**src/include/l1mem_defs.svh**
```systemverilog
//**********************************************************
// Sizes and reset values shared by the L1 memory RTL.
// Include it in any file that sizes a port, an array or a
// guard register. The package includes it for its structs.
//**********************************************************
`ifndef L1MEM_DEFS_SVH
`define L1MEM_DEFS_SVH

`define ADDR_WIDTH			48		// byte address
`define LINE_WIDTH			128		// one memory line, two words
`define WORD_WIDTH			64		// fetch or data word
`define LINE_OFFSET_BITS	4		// byte offset inside a line

`define IC_SETS				64
`define IC_INDEX_BITS		6		// log2 of IC_SETS
`define DC_SETS				64
`define DC_INDEX_BITS		6		// log2 of DC_SETS

// base == limit, so the window starts out empty
`define GUARD_RESET_BASE	48'h0
`define GUARD_RESET_LIMIT	48'h0

`endif

```
**src/logic/l1memPkg.sv**
```systemverilog
//**********************************************************
// Types of the L1 memory subsystem: operation and status
// codes, fault codes, and the structs passed between the
// caches, the arbiter, the guard and backing memory.
//**********************************************************
`include "l1mem_defs.svh"

package l1memPkg;

	typedef enum logic [2:0]
	{
		opmReady	= 3'b000,	// idle
		opmLoad		= 3'b001,	// line read
		opmStore	= 3'b010,	// line write
		opmFault	= 3'b111	// requester flags its own fault
	} memOpm;

	typedef enum logic [1:0]
	{
		okReady	= 2'b00,	// nothing pending
		okHold	= 2'b01,	// busy, try again
		okDone	= 2'b10,	// result valid this cycle
		okFault	= 2'b11
	} memOk;

	typedef enum logic [3:0]
	{
		memoryFault	= 4'h0,
		dataGuard	= 4'h1,
		misaligned	= 4'h2,
		fetchGuard	= 4'h3
	} faultCode;

	// word access from the core side
	typedef struct packed
	{
		logic [`ADDR_WIDTH-1:0]	addr;
		memOpm					opm;
		logic [`WORD_WIDTH-1:0]	data;	// store word, zero for fetch
	} cacheReq;

	// toward memory
	typedef struct packed
	{
		logic [`ADDR_WIDTH-1:0]	addr;
		memOpm					opm;
		logic [`LINE_WIDTH-1:0]	line;
	} lineReq;

	// back toward a cache
	typedef struct packed
	{
		logic [`LINE_WIDTH-1:0]	line;
		memOk					ok;
	} lineRsp;

	typedef struct packed
	{
		logic	noRead;
		logic	noWrite;
		logic	noExec;
	} accessFlags;

	typedef struct packed
	{
		logic					valid;
		faultCode				code;
		logic [`ADDR_WIDTH-1:0]	addr;	// faulting byte address
	} excInfo;

endpackage

```
**src/logic/accessGuard.sv**
```systemverilog
//**********************************************************
// Access guard for one protected address window.
// cfgIndex 0 writes the base, 1 the limit, 2 the flags.
// Flags apply to base <= addr < limit, else zero.
//**********************************************************
`timescale 1ns/1ns
`include "l1mem_defs.svh"

module accessGuard
	import l1memPkg::*;
(
	input	logic					clock,
	input	logic					reset,
	input	logic					cfgWrite,
	input	logic [1:0]				cfgIndex,
	input	logic [`ADDR_WIDTH-1:0]	cfgData,
	input	logic [`ADDR_WIDTH-1:0]	reqAddr,	// arbiter's selected request
	output	accessFlags				flags
);

	logic [`ADDR_WIDTH-1:0]	winBase;
	logic [`ADDR_WIDTH-1:0]	winLimit;	// exclusive
	accessFlags				winFlags;
	logic					inWindow;

	always_ff @(posedge clock)
	begin
		if (reset)
		begin
			winBase		<= `GUARD_RESET_BASE;
			winLimit	<= `GUARD_RESET_LIMIT;
			winFlags	<= '0;
		end
		else if (cfgWrite)
		begin
			case (cfgIndex)
				2'd0:		winBase		<= cfgData;
				2'd1:		winLimit	<= cfgData;
				2'd2:		winFlags	<= cfgData[2:0];	// noRead, noWrite, noExec
				default:	;	// index 3 unused
			endcase
		end
	end

	assign inWindow	= (reqAddr >= winBase) && (reqAddr < winLimit);
	assign flags	= inWindow ? winFlags : '0;

endmodule

```
**config.mk**
```make
export PLATFORM = sky130hd
export DESIGN_NAME = accessGuard
export DESIGN_NICKNAME = d
export VERILOG_FILES = /design/src/logic/l1memPkg.sv /design/src/logic/accessGuard.sv
export VERILOG_INCLUDE_DIRS = /design/src /design/src/include
export SDC_FILE = /design/constraint.sdc
export NUM_CORES = 1
export LEC_CHECK = 0
export BUFFER_PORTS_ARGS = -buffer_cell sky130_fd_sc_hd__buf_2
export CAP_MARGIN = 25
export CELL_PAD_IN_SITES_DETAIL_PLACEMENT = 0
export CELL_PAD_IN_SITES_GLOBAL_PLACEMENT = 1
export CORE_MARGIN = 2
export CORE_UTILIZATION = 33
export DETAILED_ROUTE_END_ITERATION = 10
export PLACE_DENSITY_LB_ADDON = 0.15
export SYNTH_ARGS = -nofsm -noshare
export SYNTH_HDL_FRONTEND = slang
export SYNTH_SLANG_ARGS = --single-unit
```
**constraint.sdc**
```tcl
create_clock -name clock -period 2.5 [get_ports clock]
set_input_delay 0.125 -clock clock [delete_from_list [all_inputs] [get_ports clock]]
set_output_delay 0.125 -clock clock [all_outputs]
set_load 0.01 [all_outputs]
```
After elaboration in Yosys (flattened, before gate mapping)
Cells that the tools add are included.
W data, S select, Z words.
{"block": "op_classes", "magnitude_cmp": 2, "n_eq_ne": 2, "muxes": 1, "n_reduce_logical": 5}
{"op": "$ge A48 B48 Y1", "n": 1}
{"op": "$lt A48 B48 Y1", "n": 1}
{"op": "$reduce_and A2 Y1", "n": 3}
{"op": "$mux W3", "n": 1}
{"op": "$eq A2 B1 Y1 const B", "n": 1}
{"op": "$eq A2 B2 Y1 const B", "n": 1}
{"op": "$logic_not A2 Y1", "n": 1}
{"op": "$logic_and A1 B1 Y1", "n": 1}
{"block": "word_totals", "regBits": 99, "inputBits": 101, "out_inout_bits": 3, "elab_cells": 15}

Longest topological paths before layout
{"block": "logic_depth", "word_depth": 3, "ltp_mapped": 9, "depth_no_buf": 9}

Worst setup path before layout
Ideal clock, no wire load.
{"block": "synth_timing", "kind": "reg-to-output", "startpoint": "reg winLimit[9]", "endpoint": "out flags[0] in the netlist's numbering", "t_arrival_ns": 1.807, "t_required_ns": 2.375, "path_slack_ns": 0.568, "path_stages_with_launch": 10, "path_buffers": 0, "path_cell_list": "dfxtp_1 -> inv_1 -> ha_1 -> a21oi_1 -> o21ai_0 -> a221oi_2 -> o21ai_1 -> a21oi_2 -> o311ai_1 -> nor3b_1"}
{"item": "start, declared", "line": "accessGuard.sv:22", "source": "logic [`ADDR_WIDTH-1:0] winLimit;"}
{"item": "start signal, assigned", "line": "accessGuard.sv:31", "source": "winLimit <= `GUARD_RESET_LIMIT;"}
{"item": "start signal, assigned", "line": "accessGuard.sv:38", "source": "2'd1: winLimit <= cfgData;"}
{"item": "end, declared", "line": "accessGuard.sv:18", "source": "output accessFlags flags"}

==> results.cfg <==
[synthesis]
yosysSeqAreaShare = 0.343
synthesis.nets = 963
avgSynthCellArea_um2 = 7.53
synthDistinctLibCells = 37
yosys_most_used_dff = dfxtp_1
synthArstFlopShare = 0
syn_area_um2 = 5780
synth_seq_cells = 99
syn_inst = 767
synth-edff-count = 0
yosysWarnings = 0

[pwr]
powerDensity_nw_per_um2 = 514
comb_power_share = 0.170
p_seq_frac = 0.456
clockPowerShare = 0.374
internal-power_w = 0.00264
p_leak_nw = 2.76
p_sw_frac = 0.272
ir_drop_mv = 0.393
p_switching_w = 0.000988

[cells_and_area]
fin_util = 0.410
final_common_cell = nand2_1
final_cell_mix = nand2_1 (215), a21oi_1 (126), buf_2 (103)
final_cells = 1087
area_growth_pct = 22.2
final_cell_area_um2 = 7060
drive_gt1_frac = 0.199
nNetsFinal = 1053

[worst_setup_path]
crit_slowest_cell = a2111o_1
end_kind = output port
criticalPathCategory = reg2out
cp_top_family = compound AO/OA/AOI/OAI gates
r2r_cells = 3
critPathBufInv = 1
regToRegSetupSlack_ns = 1.78
r2r-start = winBase[0]
crit_chain = ha_4, nand2b_4, a2111o_1, a31oi_4, o21a_1, o221ai_4, a21oi_4, nor3b_2, buf_2
worstPathArrival_ns = 2.45
cpPeakStageDelay_ns = 0.41
cp_data_required_time_ns = 2.38
crit_path_start_kind = flip-flop
reg2reg_to = winBase[0]
path_max_fanout = 3

[grt]
grt_max_degree = 100
grt_pass1_vias = 5182
grt_usage = 0.173
grt_first_pass_wirelength_um = 25300
grt_antenna_before_repair = 1
grt-ovfl-total = 0

[drt]
final_antenna_net_count = 0
routed-via-count = 5214
wl_per_cell_um = 14.2
drtIter0Drc = 130
avgViaCountPerCell = 4.80
drt_first_pass_iters = 4
drc = 0
finalWirelength_um = 15500

[run]
maxCapViolations = 0

[clock_tree]
h-tree-depth = 3
cts_buffers = 9
insertion_delay_ns = 0.34
numClockSinks = 99
clkTransAtPathRegs_ns = 0.07
clock_path_buffers = 2
cts_hold_buf = 0
cts_tree = done
cts_root_buf = clkbuf_16

[placed_design]
dp.cells = 1070
numPortBuffers = 103
routabilityCongestion = 0.827
dp_slack_ns = 0.0176
hpwl_um = 11100
placed_cell_area_um2 = 6530

[timing]
final_hold_viol_count = 0
fin_skew_ns = 0
setup_tns_ns = -0.222
period_minus_slack_ns = 2.58
max_freq_ghz = 0.388
period_share = 1.03
slew_viol_final = 0
max-slew-margin-rel = 0.589
final-setup-viol-count = 3
rsz0062_at_grt = true
fin_ws_ns = -0.0756
tightest_slew_ns = 0.616

[outcome]
violations = setup timing
status = finished, violations left

[die]
die_area_um2 = 18600
core_um2 = 17200
start_util = 0.335
die_h_um = 136
row_count = 48
ioPinCount = 104
fp.dieW_um = 136

[worst_hold_path]
min_path_cells = 3
hp-class = in2reg
min_from = cfgData[18]
whs_endpoint = winBase[18]
[logic make-up (layout without fill, tap and decap cells)]
family                   Yosys count  count (layout)  synth area share
flip-flops                        99              99             0.343
AND/OR/NAND/NOR                  269             269             0.197
buffers and inverters            126             220            0.0823
adder cells (fa/ha/maj)           95              95             0.206
AO/OA/AOI/OAI                    175             175             0.167
multiplexers                       3               3           0.00520
other                              0               1                 0
[state kept, by name, indices dropped and copies added, names as in the netlist]
register	flops
winBase	48
winFlags	3
winLimit	48
[power groups by stage]
stage | sequential [W] | combinational [W] | clock, W
floorplan | 0.00168 | 0.000345 | 0
global placement | 0.00169 | 0.000562 | 0
detailed placement | 0.00169 | 0.000577 | 0
CTS | 0.00165 | 0.000610 | 0.00140
global route | 0.00166 | 0.000712 | 0.00146
finish | 0.00166 | 0.000617 | 0.00136
[area by class of cell]
| class | count | area (µm²) |
|---|---|---|
| multi-input combinational | 542 | 3550 |
| clock buffer | 13 | 270 |
| timing repair buffer | 110 | 593 |
| fill | 1828 | 10200 |
| sequential | 99 | 2000 |
| clock inverter | 2 | 10.0 |
| antenna | 1 | 2.50 |
| tap | 225 | 282 |
| inverter | 95 | 357 |
[worst register-to-register path, cell delays in order (launching register included)]
cell and delay [ns]:
dfxtp_2 0.35, buf_4 0.11, nand2_1 0.04, a21oi_1 0.16
[Yosys cell counts (all sizes together), types with 4 or more instances]
| cell type | instances | area [µm²] |
|---|---|---|
| nand2 | 216 | 811 |
| a21oi | 133 | 673 |
| dfxtp | 99 | 1980 |
| ha | 95 | 1190 |
| inv | 95 | 357 |
| clkbuf | 29 | 109 |
| o21ai | 16 | 80.1 |
| a21o | 14 | 105 |
| nor2 | 13 | 48.8 |
| nand4 | 11 | 68.8 |
| nand2b | 5 | 38.8 |
| nand3 | 5 | 25.0 |
| and4 | 4 | 35.0 |
| nor3b | 4 | 30.0 |
[what timing repair did]
action                     4_1_cts  5_1_grt
pin swaps                       14       17
gates resized for setup         24       24
setup buffers                    1        1
setup endpoints to repair        3        3
[per-stage QoR]
step | power [W] | hold WS, ns
detailed placement | 0.00227 | 0.382
global placement | 0.00225 | 0.376
finish | 0.00363 | 0.0249
global route | 0.00383 | 0.0170
CTS | 0.00367 | 0.0105
floorplan | 0.00203 | 0.261
[routing by layer]
layer	wire, µm	track usage
met5	0	0
met4	247	0.0556
met3	495	0.0268
met2	7180	0.292
met1	7550	0.227
[how the worst max path moves through the flow]
stage | start | to | slack [ns] | cells past startpoint
final | winBase[0] | flags[2] | -0.08 | 9
after global routing | winBase[29] | flags[2] | -0.19 | 10
after CTS | winBase[0] | flags[2] | -0.1 | 9
after detailed placement | winBase[0] | flags[2] | 0.02 | 9
after global placement | winBase[0] | flags[0] | 0.02 | 9
after floorplan | winLimit[9] | flags[0] | 0.57 | 9
Note: power is estimated with default switching activity, not from simulation.
