[src/include/l1mem_defs.svh]
//**********************************************************
// Sizes and reset values shared by the L1 memory RTL.
// Include it in any file that sizes a port, an array or a
// guard register. The package includes it for its structs.
//**********************************************************
`ifndef L1MEM_DEFS_SVH
`define L1MEM_DEFS_SVH

`define ADDR_WIDTH			48		// byte address
`define LINE_WIDTH			128		// one memory line, two words
`define WORD_WIDTH			64		// fetch or data word
`define LINE_OFFSET_BITS	4		// byte offset inside a line

`define IC_SETS				64
`define IC_INDEX_BITS		6		// log2 of IC_SETS
`define DC_SETS				64
`define DC_INDEX_BITS		6		// log2 of DC_SETS

// base == limit, so the window starts out empty
`define GUARD_RESET_BASE	48'h0
`define GUARD_RESET_LIMIT	48'h0

`endif

[src/logic/l1memPkg.sv]
//**********************************************************
// Types of the L1 memory subsystem: operation and status
// codes, fault codes, and the structs passed between the
// caches, the arbiter, the guard and backing memory.
//**********************************************************
`include "l1mem_defs.svh"

package l1memPkg;

	typedef enum logic [2:0]
	{
		opmReady	= 3'b000,	// idle
		opmLoad		= 3'b001,	// line read
		opmStore	= 3'b010,	// line write
		opmFault	= 3'b111	// requester flags its own fault
	} memOpm;

	typedef enum logic [1:0]
	{
		okReady	= 2'b00,	// nothing pending
		okHold	= 2'b01,	// busy, try again
		okDone	= 2'b10,	// result valid this cycle
		okFault	= 2'b11
	} memOk;

	typedef enum logic [3:0]
	{
		memoryFault	= 4'h0,
		dataGuard	= 4'h1,
		misaligned	= 4'h2,
		fetchGuard	= 4'h3
	} faultCode;

	// word access from the core side
	typedef struct packed
	{
		logic [`ADDR_WIDTH-1:0]	addr;
		memOpm					opm;
		logic [`WORD_WIDTH-1:0]	data;	// store word, zero for fetch
	} cacheReq;

	// toward memory
	typedef struct packed
	{
		logic [`ADDR_WIDTH-1:0]	addr;
		memOpm					opm;
		logic [`LINE_WIDTH-1:0]	line;
	} lineReq;

	// back toward a cache
	typedef struct packed
	{
		logic [`LINE_WIDTH-1:0]	line;
		memOk					ok;
	} lineRsp;

	typedef struct packed
	{
		logic	noRead;
		logic	noWrite;
		logic	noExec;
	} accessFlags;

	typedef struct packed
	{
		logic					valid;
		faultCode				code;
		logic [`ADDR_WIDTH-1:0]	addr;	// faulting byte address
	} excInfo;

endpackage

[src/logic/l1Arbiter.sv]
//**********************************************************
// Shares the memory line port between the two caches.
// A grant is held until its transfer completes; fetch wins
// a tie. Refused accesses and faults go to a registered
// exception word, one cycle after the cause.
//**********************************************************
`timescale 1ns/1ns
`include "l1mem_defs.svh"

module l1Arbiter
	import l1memPkg::*;
(
	input	logic					clock,
	input	logic					reset,
	input	lineReq					fetchReq,
	output	lineRsp					fetchRsp,
	input	lineReq					dataReq,
	output	lineRsp					dataRsp,
	input	accessFlags				flags,
	output	logic [`ADDR_WIDTH-1:0]	selAddr,
	output	lineReq					memReq,
	input	lineRsp					memRsp,
	output	excInfo					exc
);

	logic	latchIc;	// grant latches
	logic	latchDc;
	logic	nxtLatchIc;
	logic	nxtLatchDc;
	logic	icActive;
	logic	dcActive;
	logic	grantIc;
	logic	grantDc;
	logic	refuse;
	excInfo	excNext;

	assign icActive	= (fetchReq.opm != opmReady);
	assign dcActive	= (dataReq.opm == opmLoad) || (dataReq.opm == opmStore);	// opmFault never reaches memory
	assign grantIc	= (icActive && !latchDc) || latchIc;
	assign grantDc	= !grantIc && ((dcActive && !latchIc) || latchDc);
	assign selAddr	= grantDc ? dataReq.addr : fetchReq.addr;

	always_comb
	begin
		memReq		= '{addr: selAddr, opm: opmReady, line: '0};
		fetchRsp	= '{line: memRsp.line, ok: icActive ? okHold : okReady};	// loser waits
		dataRsp		= '{line: memRsp.line, ok: dcActive ? okHold : okReady};
		nxtLatchIc	= 1'b0;
		nxtLatchDc	= 1'b0;
		refuse		= 1'b0;
		excNext		= '0;

		if (dataReq.opm == opmFault)
			excNext = '{valid: 1'b1, code: misaligned, addr: dataReq.addr};

		if (grantIc)
		begin
			refuse		= icActive && flags.noExec;
			nxtLatchIc	= icActive || (memRsp.ok != okReady);	// keep until memory settles
			if (refuse)
			begin
				fetchRsp.ok	= okFault;
				excNext		= '{valid: 1'b1, code: fetchGuard, addr: fetchReq.addr};
			end
			else
			begin
				fetchRsp.ok	= memRsp.ok;
				memReq		= fetchReq;
			end
		end
		else if (grantDc)
		begin
			refuse		= ((dataReq.opm == opmLoad) && flags.noRead) ||
				((dataReq.opm == opmStore) && flags.noWrite);
			nxtLatchDc	= dcActive || (memRsp.ok != okReady);
			if (refuse)
			begin
				dataRsp.ok	= okFault;
				excNext		= '{valid: 1'b1, code: dataGuard, addr: dataReq.addr};
			end
			else
			begin
				dataRsp.ok	= memRsp.ok;
				memReq		= dataReq;
			end
		end

		// memory fault outranks everything else this cycle
		if (memRsp.ok == okFault)
			excNext = '{valid: 1'b1, code: memoryFault, addr: selAddr};
	end

	always_ff @(posedge clock)
	begin
		if (reset)
		begin
			latchIc	<= 1'b0;
			latchDc	<= 1'b0;
			exc		<= '0;
		end
		else
		begin
			latchIc	<= nxtLatchIc;
			latchDc	<= nxtLatchDc;
			exc		<= excNext;	// valid for one cycle only
		end
	end

endmodule

[config.mk]
export PLATFORM = sky130hd
export DESIGN_NAME = l1Arbiter
export DESIGN_NICKNAME = d
export VERILOG_FILES = /design/src/logic/l1memPkg.sv /design/src/logic/l1Arbiter.sv
export VERILOG_INCLUDE_DIRS = /design/src /design/src/include
export SDC_FILE = /design/constraint.sdc
export NUM_CORES = 1
export LEC_CHECK = 0
export CAP_MARGIN = 10
export CORE_AREA = 4 4 405 407
export DETAILED_ROUTE_END_ITERATION = 7
export DIE_AREA = 0 0 409 411
export DONT_BUFFER_PORTS = 1
export SLEW_MARGIN = 10
export SYNTH_ARGS = -nofsm -noshare
export SYNTH_HDL_FRONTEND = slang
export SYNTH_SLANG_ARGS = --single-unit
[constraint.sdc]
create_clock -name clock -period 1.54 [get_ports clock]
set_input_delay 0.077 -clock clock [delete_from_list [all_inputs] [get_ports clock]]
set_output_delay 0.077 -clock clock [all_outputs]
set_load 0.05 [all_outputs]
* After elaboration in Yosys (flattened, before gate mapping) *
Cells that the tools add are included.

word-level totals
  flip-flop bits (word level) = 55
  input port bits = 493
  word-level logic and storage cells = 49

cells by class
  equality and inequality tests = 4
  mux-type cells = 18
  bitwise gates (word level) = 2
  reductions and logical operators = 20

operators with widths
  operator                                       number
  2-to-1 mux 179 bit                             4
  2-to-1 mux 53 bit                              6
  2-to-1 mux 48 bit                              1
  2-to-1 mux 2 bit                               5
  logical AND 1 bit                              6
  logical OR 1 bit                               6
  OR reduction 2 bit                             2
  == test 3 x 1 -> 1 bit, second input constant  1
  == test 3 x 2 -> 1 bit, second input constant  1
  == test 3 bit, second input constant           1
  logical NOT 1 bit                              3
  nonzero test 3 bit                             1
  OR reduction 3 bit                             1
  == test 2 bit, second input constant           1
  2-to-1 mux 1 bit                               2
  NOT 1 bit                                      2
  nonzero test 2 bit                             1

* Depth between registers and ports, before layout *
  depth in word-level cells = 9
  gate-level depth with buffers = 8
  mapped depth without buffers = 4

* Worst setup path after synthesis *
No wires, ideal clock.

  kind = register -> output
  start = reg latchIc
  end = out memReq[162] in the netlist's numbering
  data arrival time = 2.293 ns
  required time = 1.463 ns
  path slack = -0.830 ns
  stages on the path, launching flop included = 6
  buffers on the path = 2
  cells stage by stage = dfxtp_1 nor4_4 a31oi_1 buf_2 clkbuf_1 o21ai_0

RTL lines
  element                   RTL line          source
  start: declaration        l1Arbiter.sv:26   logic latchIc;
  start signal: assignment  l1Arbiter.sv:103  latchIc <= nxtLatchIc;
  end: declaration          l1Arbiter.sv:21   output lineReq memReq,

==> results.toml <==
[run_status]
failed_checks = "setup timing"
status = "finished, violations left"

[grt]
antenna_found_initial = 28
grt_max_degree = 54
track_usage_pct = 13.23
grt_pass1_vias = 10900
grt_pass1_wl_um = 142500
overflow = 0

[timing]
fmax_mhz = 446.8
rsz0062_at_grt = "yes"
timing.final.crit_share_pct = 145.3
setup_viol = 283
worstMarginPinSlew_ns = 0.6641
tns_ns = -148.94
whs_ns = 0.02474
fin_skew_ns = 0.02447
fin_ws_ns = -0.6981
hold_viol_final = 0
min_period_ns = 2.238
drv_slew = 0
relSlewSlack_pct = 55.70

[clock_network]
htreeDepth = 2
cts_sinks = 53
cts.path.max_buffers = 2
clkTransAtPathRegs_ns = 0.10
cts-root-buf = "clkbuf_16"
clkLatencyLatePin_ns = 0.34
cts_made_buffers = 5
cts_tree = "built"

[pwr]
powerDensity_nw_per_um2 = 564.3
p_leak_nw = 6.057
peakVddDrop_uv = 436.6
p_total_mw = 9.281

[floorplanning]
design.die.area_sq_um = 168100
initial_utilization_pct = 5.673
fp.dieW_um = 409
row_count = 147
io_pins = 1033
die_y_um = 411
core_sq_um = 160200

[worst_setup_path]
endpoint_kind = "output pin"
worstPathRequired_ns = 1.46
arrival_ns = 2.16
crit_fanout = 10
cp-start-kind = "flip-flop"
criticalPathCategory = "reg2out"

[placed_design]
dp_cells = 3311
portBuffers = 0
hpwl_um = 103800
postPlaceCellArea_sq_um = 14520
place_congestion = 0.9072
pre_cts_slack_ns = -0.6077

[detailed_routing]
dr.first_iter.drc_count = 1188
remaining_drc_errors = 0
drtPass1Iterations = 5
num_vias = 11280
wl_um = 119000
wl_per_cell_um = 34.72
ant_nets = 0
drt-vias-per-instance = 3.292

[run]
drv_cap = 0

[final_layout]
regArea_sq_um = 1065
fill_cells = 18400
final_util_pct = 10.27
final_common_cell = "a211oi_1"
area_delta_synth_final_pct = 80.96
layout_common_cells = "a211oi_1, buf_4, a22o_4"
multi_input_area_sq_um = 7375
instances_no_fill = 3427
drive_above_1_share_pct = 47.69
finalNetCount = 1746
stdcell_area_sq_um = 16450

[logic_synthesis]
syn-mean-instance-area_sq_um = 7.213
synth_area_sq_um = 9089
synthCells = 1260
ys_seq_area_share_pct = 11.67
synth-seq-cells = 53
yosysWarnings = 0
yosys.cell_types.count = 37

[hold_path]
hp-class = "in2reg"
==> final timing paths <==
check	endpoint	startpoint	slack [ns]	cells after the start
setup reg to reg	exc[7]	latchIc	-0.51	8
setup / recovery	memReq[10]	latchIc	-0.70	8
hold / removal	exc[20]	fetchReq[151]	0.02	2
hold reg to reg	exc[49]	latchDc	1.19	6
==> timing repair <==
action | 4_1_cts | 5_1_grt
hold buffers | 58 | 0
pin swaps | 32 | 15
cloned | 7 | 7
hold endpoints to repair | 35 | 0
setup endpoints to repair | 279 | 283
gates resized for setup | 60 | 67
setup buffers | 7 | 17
==> cells by family (layout without fill, tap and decap cells) <==
logic type,count (synthesis),after routing,share of synthesized area [%]
other cells,1,15,0.04126
xor+xnor,1,1,0.1790
compound gates,532,532,45.07
buf+inv,453,446,30.07
flops,53,53,11.67
simple gates,220,220,12.97
==> cell type report <==
class	instances	area share, %
Clock inverter	2	0.09129
Antenna cell	13	0.1978
Inverter	53	1.210
Multi-Input combinational cell	755	44.84
Tap cell	2160	16.43
Sequential cell	53	6.474
Clock buffer	6	0.7836
Timing Repair Buffer	385	29.97
==> state kept, by name, summed over array words and instances (netlist names) <==
signal	cells
latchDc	1
latchIc	1
exc	51
==> critical path: stages, from the launching register on <==
cell and delay (ns):
dfxtp_4 0.37, buf_4 0.15, nor2b_4 0.17, a31oi_4 0.07, nor2_4 0.24, buf_12 0.21
buf_16 0.18, a22o_4 0.21, buf_12 0.16
==> metal layers <==
layer  part of all wire [%]  global-route usage (%)  up-vias
met1                     29                   11.52     5439
met4                    2.4                   2.641       16
met3                     18                   10.29      137
met5                  0.092                       0        -
met2                     51                   23.98     1115
li1                       -                       -     4575
==> Yosys cell counts <==
cell type | instances | area [sq um]
buf_4 | 260 | 1952
a211oi_1 | 192 | 1441
a22o_1 | 129 | 1130
clkbuf_1 | 94 | 352.8
o21ai_1 | 56 | 280.3
dfxtp_1 | 53 | 1061
nand2_1 | 53 | 198.9
inv_1 | 52 | 195.2
and3_1 | 50 | 312.8
nor3_1 | 50 | 250.2
a41o_1 | 49 | 490.5
nand2b_1 | 49 | 306.5
o32ai_1 | 48 | 420.4
buf_2 | 45 | 225.2
o21ai_0 | 41 | 205.2
nor2_1 | 10 | 37.54
a21oi_1 | 6 | 30.03
a311oi_1 | 2 | 17.52
nand3b_1 | 2 | 15.01
o2bb2ai_1 | 2 | 17.52
a21oi_2 | 1 | 8.760
a21oi_4 | 1 | 16.27
a22oi_1 | 1 | 7.510
a311o_1 | 1 | 10.01
a31oi_1 | 1 | 6.260
and2_1 | 1 | 6.260
buf_1 | 1 | 3.750
clkinv_1 | 1 | 3.750
conb_1 | 1 | 3.750
nor2b_1 | 1 | 6.260
nor3b_1 | 1 | 7.510
nor4_4 | 1 | 21.27
nor4bb_1 | 1 | 10.01
o21bai_1 | 1 | 7.510
o31ai_1 | 1 | 7.510
or3_1 | 1 | 6.260
xor2_2 | 1 | 16.27
==> power by group <==
part / switching, mW / total [mW] / leakage (nW) / internal, mW
registers: 0.332 / 1.81 / 0.437 / 1.48
logic: 3.87 / 6.12 / 5.56 / 2.26
clock network: 0.735 / 1.35 / 0.0632 / 0.612
(Power assumes the default switching activity.)
